==> src/source/elink_pkg.sv <==
`default_nettype none

package elink_pkg;

   // Field widths
   localparam int MI_AW       = 20;                      // Register bus byte address
   localparam int MI_DW       = 32;                      // Register data word
   localparam int COREID_W    = 12;                      // Chip coordinate width
   localparam int CLKDIV_W    = 4;                       // Divider or PLL code
   localparam int COUNT_W     = 32;                      // Monitor counter width

   // Block sizes
   localparam int EMON_COUNT  = 6;                       // One counter per link event
   localparam int EMBOX_DEPTH = 4;                       // Mailbox entries
   localparam int EMBOX_PTR_W = $clog2(EMBOX_DEPTH);     // Mailbox pointer width
   localparam int EMON_IDX_W  = $clog2(EMON_COUNT);      // Counter select width

   typedef logic [MI_AW-1:0]    mi_addr_t;
   typedef logic [MI_DW-1:0]    mi_data_t;
   typedef logic [COREID_W-1:0] coreid_t;
   typedef logic [CLKDIV_W-1:0] clkdiv_t;
   typedef logic [COUNT_W-1:0]  count_t;

   localparam coreid_t CFG_COREID = 12'h808;             // Row 0x20, column 0x08

   // Register map, byte addresses
   localparam mi_addr_t ECFG_RESET   = 20'h00000;        // Write 1 to bit 0, reads zero
   localparam mi_addr_t ECFG_TX      = 20'h00004;
   localparam mi_addr_t ECFG_RX      = 20'h00008;
   localparam mi_addr_t ECFG_CLK     = 20'h0000C;
   localparam mi_addr_t ECFG_COREID  = 20'h00010;        // Read only
   localparam mi_addr_t EMBOX_DATA   = 20'h00020;        // Push on write, pop on read
   localparam mi_addr_t EMBOX_STATUS = 20'h00024;        // Occupancy
   localparam mi_addr_t EMON_BASE    = 20'h00040;        // Counter i at base + 4*i

   // One register bus access
   typedef struct packed {
      logic     access;                                  // Single-cycle strobe
      logic     write;                                   // 1 write, 0 read
      mi_addr_t addr;
      mi_data_t data;                                    // Write data
   } mi_req_t;

   // Field order gives enable at register bit 0
   typedef struct packed {
      clkdiv_t    clkdiv;                                // Bits 10:7
      logic [3:0] ctrl_mode;                             // Bits 6:3
      logic       gpio_mode;
      logic       mmu_mode;
      logic       enable;
   } ecfg_tx_t;

   typedef struct packed {
      logic loopback_mode;                               // Bit 3
      logic gpio_mode;
      logic mmu_mode;
      logic enable;                                      // Bit 0
   } ecfg_rx_t;

   typedef struct packed {
      clkdiv_t cclk_pllcfg;                              // Bits 8:5
      clkdiv_t cclk_div;                                 // Bits 4:1
      logic    cclk_en;                                  // Bit 0
   } ecfg_clk_t;

   // Bit i drives monitor counter i
   typedef struct packed {
      logic tx_wb;                                       // Bit 5
      logic tx_wr;
      logic tx_rd;
      logic rx_wb;
      logic rx_wr;
      logic rx_rd;                                       // Bit 0
   } link_events_t;

   typedef enum logic [1:0] {
      SEL_NONE,                                          // Unmapped, reads zero
      SEL_ECFG,
      SEL_EMBOX,
      SEL_EMON
   } rdsel_e;

endpackage

`default_nettype wire

==> src/source/ecfg.sv <==
`default_nettype none

module ecfg
   import elink_pkg::*;
(
   input  logic      clk,
   input  logic      rst,                                // Hardware reset
   input  mi_req_t   mi,
   output mi_data_t  cfg_rdata,                          // Combinational readback
   output logic      ecfg_reset,                         // Block reset for link logic
   output ecfg_tx_t  tx_cfg,
   output ecfg_rx_t  rx_cfg,
   output ecfg_clk_t clk_cfg
);

   logic cfg_wr;                                         // Register write this cycle
   logic sw_reset;                                       // Software reset pulse

   assign cfg_wr = mi.access & mi.write;

   // Config fields survive a software reset, only rst clears them
   always_ff @(posedge clk) begin
      if (rst) begin
         tx_cfg   <= '0;
         rx_cfg   <= '0;
         clk_cfg  <= '0;
         sw_reset <= 1'b0;
      end else begin
         sw_reset <= cfg_wr && (mi.addr == ECFG_RESET) && mi.data[0]; // Self clearing
         if (cfg_wr) begin
            case (mi.addr)
               ECFG_TX: begin
                  tx_cfg <= mi.data[$bits(ecfg_tx_t)-1:0];      // Upper bits dropped
               end
               ECFG_RX: begin
                  rx_cfg <= mi.data[$bits(ecfg_rx_t)-1:0];
               end
               ECFG_CLK: begin
                  clk_cfg <= mi.data[$bits(ecfg_clk_t)-1:0];
               end
               default: begin
                  // Core id and reset register hold nothing
               end
            endcase
         end
      end
   end

   // Pulse lasts one cycle after the write, rst covers power-up
   assign ecfg_reset = rst | sw_reset;

   // Readback of current address, zero-extended fields
   always_comb begin
      cfg_rdata = '0;
      case (mi.addr)
         ECFG_TX: begin
            cfg_rdata[$bits(ecfg_tx_t)-1:0] = tx_cfg;
         end
         ECFG_RX: begin
            cfg_rdata[$bits(ecfg_rx_t)-1:0] = rx_cfg;
         end
         ECFG_CLK: begin
            cfg_rdata[$bits(ecfg_clk_t)-1:0] = clk_cfg;
         end
         ECFG_COREID: begin
            cfg_rdata[COREID_W-1:0] = CFG_COREID;        // Fixed chip coordinate
         end
         default: begin
            cfg_rdata = '0;                              // ECFG_RESET and holes
         end
      endcase
   end

endmodule

`default_nettype wire

==> src/source/elink_ctrl.sv <==
`default_nettype none

module elink_ctrl
   import elink_pkg::*;
(
   input  logic                  clk,
   input  logic                  rst,                    // Synchronous, active high
   // Wishbone classic slave
   input  logic                  wb_cyc,
   input  logic                  wb_stb,
   input  logic                  wb_we,
   input  mi_addr_t              wb_addr,
   input  mi_data_t              wb_wdata,
   output logic                  wb_ack,
   output mi_data_t              wb_rdata,
   // Link activity
   input  link_events_t          events,                 // One-cycle access pulses
   // Link control
   output ecfg_tx_t              tx_cfg,
   output ecfg_rx_t              rx_cfg,
   output ecfg_clk_t             clk_cfg,
   // Interrupts
   output logic                  embox_full,
   output logic                  embox_not_empty,
   output logic [EMON_COUNT-1:0] emon_zero_flag
);

   mi_req_t               mi;                            // Shared register request
   mi_data_t              cfg_rdata;
   mi_data_t              mbox_rdata;
   count_t                emon_count [EMON_COUNT];
   logic                  ecfg_reset;                    // Block reset, hw or sw
   logic [EMON_COUNT-1:0] emon_load;                     // Per counter write strobe

   wb_memif wb_memif_inst (
      .clk      (clk),
      .rst      (rst),
      .wb_cyc   (wb_cyc),
      .wb_stb   (wb_stb),
      .wb_we    (wb_we),
      .wb_addr  (wb_addr),
      .wb_wdata (wb_wdata),
      .wb_ack   (wb_ack),
      .mi       (mi)
   );

   ecfg ecfg_inst (
      .clk        (clk),
      .rst        (rst),
      .mi         (mi),
      .cfg_rdata  (cfg_rdata),
      .ecfg_reset (ecfg_reset),
      .tx_cfg     (tx_cfg),
      .rx_cfg     (rx_cfg),
      .clk_cfg    (clk_cfg)
   );

   embox embox_inst (
      .clk             (clk),
      .ecfg_reset      (ecfg_reset),
      .mi              (mi),
      .mbox_rdata      (mbox_rdata),
      .embox_full      (embox_full),
      .embox_not_empty (embox_not_empty)
   );

   // One counter per event bit, rx_rd first
   for (genvar i = 0; i < EMON_COUNT; i++) begin : g_emon
      assign emon_load[i] = mi.access & mi.write & (mi.addr == EMON_BASE + mi_addr_t'(4 * i));

      emon_counter emon_counter_inst (
         .clk         (clk),
         .ecfg_reset  (ecfg_reset),
         .load        (emon_load[i]),
         .load_value  (mi.data),                         // Full word load
         .event_pulse (events[i]),
         .count       (emon_count[i]),
         .zero_flag   (emon_zero_flag[i])
      );
   end

   mi_readmux mi_readmux_inst (
      .clk        (clk),
      .rst        (rst),
      .mi         (mi),
      .cfg_rdata  (cfg_rdata),
      .mbox_rdata (mbox_rdata),
      .emon_count (emon_count),
      .wb_rdata   (wb_rdata)
   );

endmodule

`default_nettype wire

==> src/source/embox.sv <==
`default_nettype none

module embox
   import elink_pkg::*;
(
   input  logic     clk,
   input  logic     ecfg_reset,                          // Block reset, hw or sw
   input  mi_req_t  mi,
   output mi_data_t mbox_rdata,                          // Combinational readback
   output logic     embox_full,                          // Interrupt, no room left
   output logic     embox_not_empty                      // Interrupt, mail waiting
);

   mi_data_t               mem [EMBOX_DEPTH];            // Message storage
   logic [EMBOX_PTR_W-1:0] wr_ptr;                       // Next free slot
   logic [EMBOX_PTR_W-1:0] rd_ptr;                       // Oldest entry
   logic [EMBOX_PTR_W:0]   count;                        // Occupancy, 0 to depth
   logic                   push;
   logic                   pop;

   assign embox_full      = (count == (EMBOX_PTR_W+1)'(EMBOX_DEPTH));
   assign embox_not_empty = (count != '0);

   // Write to a full box is lost
   assign push = mi.access & mi.write & (mi.addr == EMBOX_DATA) & ~embox_full;

   // Read of empty box pops nothing
   assign pop  = mi.access & ~mi.write & (mi.addr == EMBOX_DATA) & embox_not_empty;

   always_ff @(posedge clk) begin
      if (ecfg_reset) begin
         wr_ptr <= '0;
         rd_ptr <= '0;
         count  <= '0;
      end else begin
         if (push) begin
            wr_ptr <= wr_ptr + EMBOX_PTR_W'(1);          // Wraps at depth
         end
         if (pop) begin
            rd_ptr <= rd_ptr + EMBOX_PTR_W'(1);
         end
         // Single bus, push and pop never meet
         if (push) begin
            count <= count + 1'b1;
         end else if (pop) begin
            count <= count - 1'b1;
         end
      end
   end

   // Storage, no reset
   always_ff @(posedge clk) begin
      if (push) begin
         mem[wr_ptr] <= mi.data;
      end
   end

   // Head of queue seen before the popping edge
   always_comb begin
      mbox_rdata = '0;
      if (mi.addr == EMBOX_DATA) begin
         if (embox_not_empty) begin
            mbox_rdata = mem[rd_ptr];
         end
      end else if (mi.addr == EMBOX_STATUS) begin
         mbox_rdata[EMBOX_PTR_W:0] = count;              // Entries held
      end
   end

endmodule

`default_nettype wire

==> src/source/emon_counter.sv <==
`default_nettype none

module emon_counter
   import elink_pkg::*;
(
   input  logic   clk,
   input  logic   ecfg_reset,                            // Clears count to zero
   input  logic   load,                                  // Software write of this counter
   input  count_t load_value,
   input  logic   event_pulse,                           // One link access
   output count_t count,
   output logic   zero_flag                              // Registered, count is zero
);

   count_t count_next;

   // Load beats event; count floors at zero
   always_comb begin
      count_next = count;
      if (load) begin
         count_next = load_value;
      end else if (event_pulse && (count != '0)) begin
         count_next = count - 1'b1;
      end
   end

   always_ff @(posedge clk) begin
      if (ecfg_reset) begin
         count     <= '0;
         zero_flag <= 1'b1;                              // Zero count after reset
      end else begin
         count     <= count_next;
         zero_flag <= (count_next == '0);                // Tracks count same edge
      end
   end

endmodule

`default_nettype wire

==> src/source/mi_readmux.sv <==
`default_nettype none

module mi_readmux
   import elink_pkg::*;
(
   input  logic     clk,
   input  logic     rst,
   input  mi_req_t  mi,
   input  mi_data_t cfg_rdata,                           // From ecfg
   input  mi_data_t mbox_rdata,                          // From embox
   input  count_t   emon_count [EMON_COUNT],             // From counters
   output mi_data_t wb_rdata                             // Held until next read
);

   rdsel_e                rd_sel;                        // Source of this read
   mi_addr_t              emon_off;                      // Offset into counter window
   logic [EMON_IDX_W-1:0] emon_idx;                      // Counter number
   mi_data_t              rd_word;                       // Selected word

   assign emon_off = mi.addr - EMON_BASE;
   assign emon_idx = emon_off[EMON_IDX_W+1:2];           // Word index

   // Word aligned decode only
   always_comb begin
      rd_sel = SEL_NONE;
      if (mi.addr[1:0] == 2'b00) begin
         if (mi.addr <= ECFG_COREID) begin
            rd_sel = SEL_ECFG;
         end else if ((mi.addr == EMBOX_DATA) || (mi.addr == EMBOX_STATUS)) begin
            rd_sel = SEL_EMBOX;
         end else if ((mi.addr >= EMON_BASE) && (emon_off < mi_addr_t'(4 * EMON_COUNT))) begin
            rd_sel = SEL_EMON;
         end
      end
   end

   always_comb begin
      case (rd_sel)
         SEL_ECFG:  rd_word = cfg_rdata;
         SEL_EMBOX: rd_word = mbox_rdata;
         SEL_EMON:  rd_word = emon_count[emon_idx];
         default:   rd_word = '0;                        // Unmapped reads zero
      endcase
   end

   // Captured at the access edge, valid during ack
   always_ff @(posedge clk) begin
      if (rst) begin
         wb_rdata <= '0;
      end else if (mi.access && !mi.write) begin
         wb_rdata <= rd_word;
      end
   end

endmodule

`default_nettype wire

==> src/source/wb_memif.sv <==
`default_nettype none

module wb_memif
   import elink_pkg::*;
(
   input  logic     clk,
   input  logic     rst,
   input  logic     wb_cyc,                              // Bus cycle in progress
   input  logic     wb_stb,                              // Slave select
   input  logic     wb_we,                               // Write enable
   input  mi_addr_t wb_addr,
   input  mi_data_t wb_wdata,
   output logic     wb_ack,                              // One-cycle acknowledge
   output mi_req_t  mi                                   // Internal register request
);

   logic bus_req;                                        // Master asking for a transfer
   logic first_cyc;                                      // First cycle of this strobe

   assign bus_req   = wb_cyc & wb_stb;

   // Ack low marks a fresh request; the ack cycle itself is
   // the tail of the previous transfer and must not re-issue it
   assign first_cyc = bus_req & ~wb_ack;

   // Ack follows the access by one clock, classic single cycle
   always_ff @(posedge clk) begin
      if (rst) begin
         wb_ack <= 1'b0;
      end else begin
         wb_ack <= first_cyc;
      end
   end

   // Request is combinational from the held master signals
   always_comb begin
      mi.access = first_cyc;                             // Exactly one per bus cycle
      mi.write  = wb_we;
      mi.addr   = wb_addr;
      mi.data   = wb_wdata;
   end

endmodule

`default_nettype wire

==> config.mk <==
export PLATFORM = sky130hd
export DESIGN_NAME = elink_ctrl
export DESIGN_NICKNAME = d
export VERILOG_FILES = /design/src/source/elink_pkg.sv /design/src/source/ecfg.sv /design/src/source/elink_ctrl.sv /design/src/source/embox.sv /design/src/source/emon_counter.sv /design/src/source/mi_readmux.sv /design/src/source/wb_memif.sv
export SDC_FILE = /design/constraint.sdc
export NUM_CORES = 1
export LEC_CHECK = 0
export BUFFER_PORTS_ARGS = -buffer_cell sky130_fd_sc_hd__clkbuf_2
export CAP_MARGIN = 20
export CELL_PAD_IN_SITES_DETAIL_PLACEMENT = 1
export CELL_PAD_IN_SITES_GLOBAL_PLACEMENT = 2
export CORE_MARGIN = 1.5
export CORE_UTILIZATION = 41
export CTS_BUF_LIST = sky130_fd_sc_hd__clkbuf_8
export DETAILED_ROUTE_END_ITERATION = 8
export PLACE_DENSITY_LB_ADDON = 0.1
export SETUP_SLACK_MARGIN = 0.02
export SLEW_MARGIN = 40
export SYNTH_ARGS = -nofsm -noshare
export SYNTH_HDL_FRONTEND = slang
export SYNTH_SLANG_ARGS = --single-unit
==> constraint.sdc <==
create_clock -name clk -period 5.5 [get_ports clk]
set_clock_uncertainty 0.1 [all_clocks]
set_input_delay 0 -clock clk [delete_from_list [all_inputs] [get_ports clk]]
set_output_delay 0 -clock clk [all_outputs]
set_load 0.05 [all_outputs]
==> run summary <==
The run finished with clean final reports. The number of vias per cell was 6.34; the clock latency of the later-clocked register in the worst-skew pair was 0.69 ns. In this run the most used layer during global routing was met2. The worst hold endpoint is g_emon[4].emon_counter_inst.count[3]. In the synthesized netlist the async set-or-reset flop fraction comes to 0%. The floorplan has 83 rows.

The final estimated routing congestion in global placement is 1.04. For this design the static power due to leakage is 0.00978 uW. In this run the tool buffered the top-level ports with 127 buffer cells. No sink is reached through more buffers than the 3 on the longest clock path.

The met3 usage in global routing is 7.86%, and the initial standard-cell utilization of the core is 41.8%. The final number of max-transition violations came out at 0. The die covers 0.0541 sq mm. The DRC violation count after routing is 0. Leaving out fill and tap cells, the most frequent cell in the layout is nor2_1. The count of instances resized after the clock tree is built came out at 0. The tools report the met1 usage in global routing as 47.5%.

The tools report the headroom to the max-slew limit as 39.1%. Counting distinct cell types in the post-synthesis netlist gives 87. The tree is rooted in a clkbuf_8.

Summing internal, switching and leakage power gives 16200 uW. The ratio of cells with drive above 1 in the final layout is 16.4%. The routed layout has 20200 vias.

For the worst setup path, the data required time is 5.94 ns. In this run the power density over the cells is 648 mW/mm^2. The end of the worst register-to-register path was g_emon[0].emon_counter_inst.zero_flag. In this run, CTS created clock tree buffers numbering 73. Nature of the critical path startpoint: a register. The height of the die was 233 microns; the peak supply drop was 0.308 mV. The critical path class is register to register.

Entering global routing, the biggest net connects 61 pins. Number of buffer and inverter stages on the critical path: 0. The logs give 42.4% for the register area share after synthesis and 4 for the initial antenna violation count. The worst hold path passes through 6 cells.

The number of detailed-route iterations in the first pass was 7; the detail-routed net length per standard cell was 30.7 microns. The fraction of synthesized cell area taken by the top area cell type works out to 24.6%. For the net count reported at finish, the log shows 2532.

The main flop type after synthesis was dfxtp_1. The via count of the first global-routing pass is 19800, and the overall fraction of global-route tracks in use is 36.2%. The area growth from synthesis to layout is 15.9%. First element of the critical path: g_emon[0].emon_counter_inst.count[20].

The startpoint identified for the worst hold timing path is wb_addr[8]. When the netlist entered floorplanning its net count stood at 2376. The slowest stage of the critical path belongs to the cell nand4_1. Max-cap violations in this run came to 0.

Synthesis produced 2296 cells. Walking the worst path, the cells encountered are nor4_1 -> nand4_1 -> o211ai_2 -> nor2_1 -> xnor2_1 -> o2111ai_1 -> or4b_1 -> o41ai_1. After floorplanning, the core was sized to cover 0.0517 sq mm. The maximum clock rate was 0.242 GHz; the portion of the clock cycle consumed by the worst path in the final layout was 75.2%. TritonCTS built the clock tree. The tools report the met2 capacity usage during global routing as 55.0%.

The path depth of the worst reg2reg path came out at 8. For the total I/O pin count, the log shows 128. On the worst path, the slowest cell contributes a delay of 0.67 ns. First-pass GRT wire length: 140000 microns. The kind of cell with the highest combined delay along the critical path is simple AND/OR/NAND/NOR gates. The cell type with the highest aggregate area in the netlist is dfxtp_1.

Sink count of the clock tree: 393. Setup repair after global routing left no endpoint under its margin. Setup-violating endpoint count in the final report: 0. Across all register-to-register paths, the minimum setup slack is 1.37 ns. A synthesized cell averages 9.41 sq um. After detailed routing, the total wire length is 98100 microns. The detail route stage leaves a number of antenna-violating nets equal to 0. STA classifies the critical path endpoint as a register. For the arrival time reported for the critical path endpoint, the log shows 4.57 ns.

The tools report the cell area after technology mapping as 0.0216 sq mm. Counting I/O delays and the setup requirement, the final critical path takes 4.13 ns. The classification of the worst-slack hold path was input port to register. In the post-synthesis netlist, the biggest area contributors are dfxtp_1 25%, edfxtp_1 18%, mux4_2 6.7%, nor2_1 5.5%, mux2i_1 4.6%. At the pin with the least slew margin, the transition time is 0.891 ns. In this run, the number of DRC markers left after iteration 0 of detailed routing was 1956.

Summed over all nets, the half-perimeter wirelength after detailed placement is 70200 microns. For the final global-route overflow total, the log shows 0. After synthesis the netlist holds a flip-flop and latch count of 393.

In the layout the commonest cells are 317 x nor2_1, 263 x dfxtp_1, 134 x nand2_1, 128 x edfxtp_1, 126 x clkbuf_2. The worst register-to-register path begins at g_emon[0].emon_counter_inst.count[20]. For this run, the number of Yosys warnings is 0. In this run the worst path has a maximum fanout of 13. The H-tree was split into 3 levels.

Clock-pin slew was measured on the worst setup and hold paths at 0.06 ns. In this run the horizontal extent of the chip is 233 microns. The number of flops mapped to enable cells by yosys is 128. The count of final hold-check violations was 0. Summed over all failing endpoints, the final setup total negative slack is 0 ns.
logic make-up after synthesis:
group / after synthesis / synth area share, %
fa+ha+maj: 17 / 1.02
buf+inv: 180 / 3.35
xor+xnor: 163 / 6.61
flops: 393 / 42.4
simple gates: 984 / 23.5
mux: 171 / 11.7
compound gates: 388 / 11.5
synth_stat cells (all sizes together), types with 17 or more instances:
library cell,number
and2,50
a211oi,30
a21oi,111
or2,17
nand3,55
nor3,123
mux4,64
clkbuf,132
edfxtp,128
buf,27
nor4,69
o31ai,21
or3,41
nand4,40
mux2i,100
o21ai,106
a22oi,24
nand2,134
nor2,320
or4,42
xor2,74
inv,21
a22o,17
xnor2,89
dfxtp,265
stage by stage:
step / setup slack [ns] / instances / hold WS [ns] / utilization, % / cell area [sq um]
3_3_place_gp: 1.42 / 2996 / 0.203 / 44.2 / 22900
4_1_cts: 1.34 / 3187 / 0.00310 / 48.3 / 25000
5_1_grt: 1.08 / 3187 / 0.0586 / 48.4 / 25000
6_report: 1.37 / 3189 / 0.0554 / 48.4 / 25000
3_5_place_dp: 1.33 / 2998 / 0.236 / 44.4 / 22900
2_1_floorplan: 1.68 / 2296 / -0.00113 / - / 21600
metal layers:
| layer | vias to the layer above | share of wire [%] |
|---|---|---|
| met5 | - | 0.0092 |
| met4 | 2 | 6.4 |
| met3 | 248 | 8.7 |
| met2 | 927 | 44 |
| met1 | 10200 | 41 |
| li1 | 8828 | - |
worst reg2reg max path: stages, from the launching register on:
cell,delay [ns]
dfxtp_1,0.37
nor4_1,0.57
nand4_1,0.67
o211ai_2,0.65
nor2_1,0.13
xnor2_1,0.41
o2111ai_1,0.18
or4b_1,0.56
o41ai_1,0.38
report_power, final:
group	internal [uW]	leakage, uW	switching [uW]
sequential	3600	0.00331	1140
clock	1530	0.000825	1370
combinational	3190	0.00565	5390
total	8320	0.00978	7910
worst max-delay path by stage:
stage | end | slack (ns) | cells past startpoint
floorplan | g_emon[5].emon_counter_inst.zero_flag | 1.68 | 10
global placement | g_emon[1].emon_counter_inst.zero_flag | 1.42 | 9
detailed placement | g_emon[1].emon_counter_inst.zero_flag | 1.33 | 9
CTS | g_emon[1].emon_counter_inst.zero_flag | 1.34 | 9
global route | g_emon[0].emon_counter_inst.zero_flag | 1.08 | 9
finish | g_emon[0].emon_counter_inst.zero_flag | 1.37 | 8
sequential cells by signal, summed over array words and instances (netlist names), 2 cells and up, named ones only:
signal / count
ecfg_inst.rx_cfg: 4
embox_inst.wr_ptr: 2
embox_inst.rd_ptr: 2
ecfg_inst.clk_cfg: 9
embox_inst.count: 3
mi_readmux_inst.wb_rdata: 32
embox_inst.mem: 128
g_emon.emon_counter_inst.count: 192
ecfg_inst.tx_cfg: 11
g_emon.emon_counter_inst.zero_flag: 6
cell type report:
| class | count | area [sq um] |
|---|---|---|
| tap | 680 | 851 |
| fill | 5934 | 26700 |
| clock inverter | 44 | 279 |
| multi-input combinational | 1723 | 11800 |
| timing repair buffer | 240 | 1650 |
| clock buffer | 86 | 1180 |
| antenna | 2 | 5.00 |
| inverter | 21 | 78.8 |
| sequential | 393 | 9150 |
timing repair:
action                                  4_1_cts  5_1_grt
hold endpoints to repair                    297        0
hold buffers                                 59        0
buffers inserted                              0        0
endpoints found under the setup margin        0        0
Note: power is estimated with default switching activity, not from simulation.
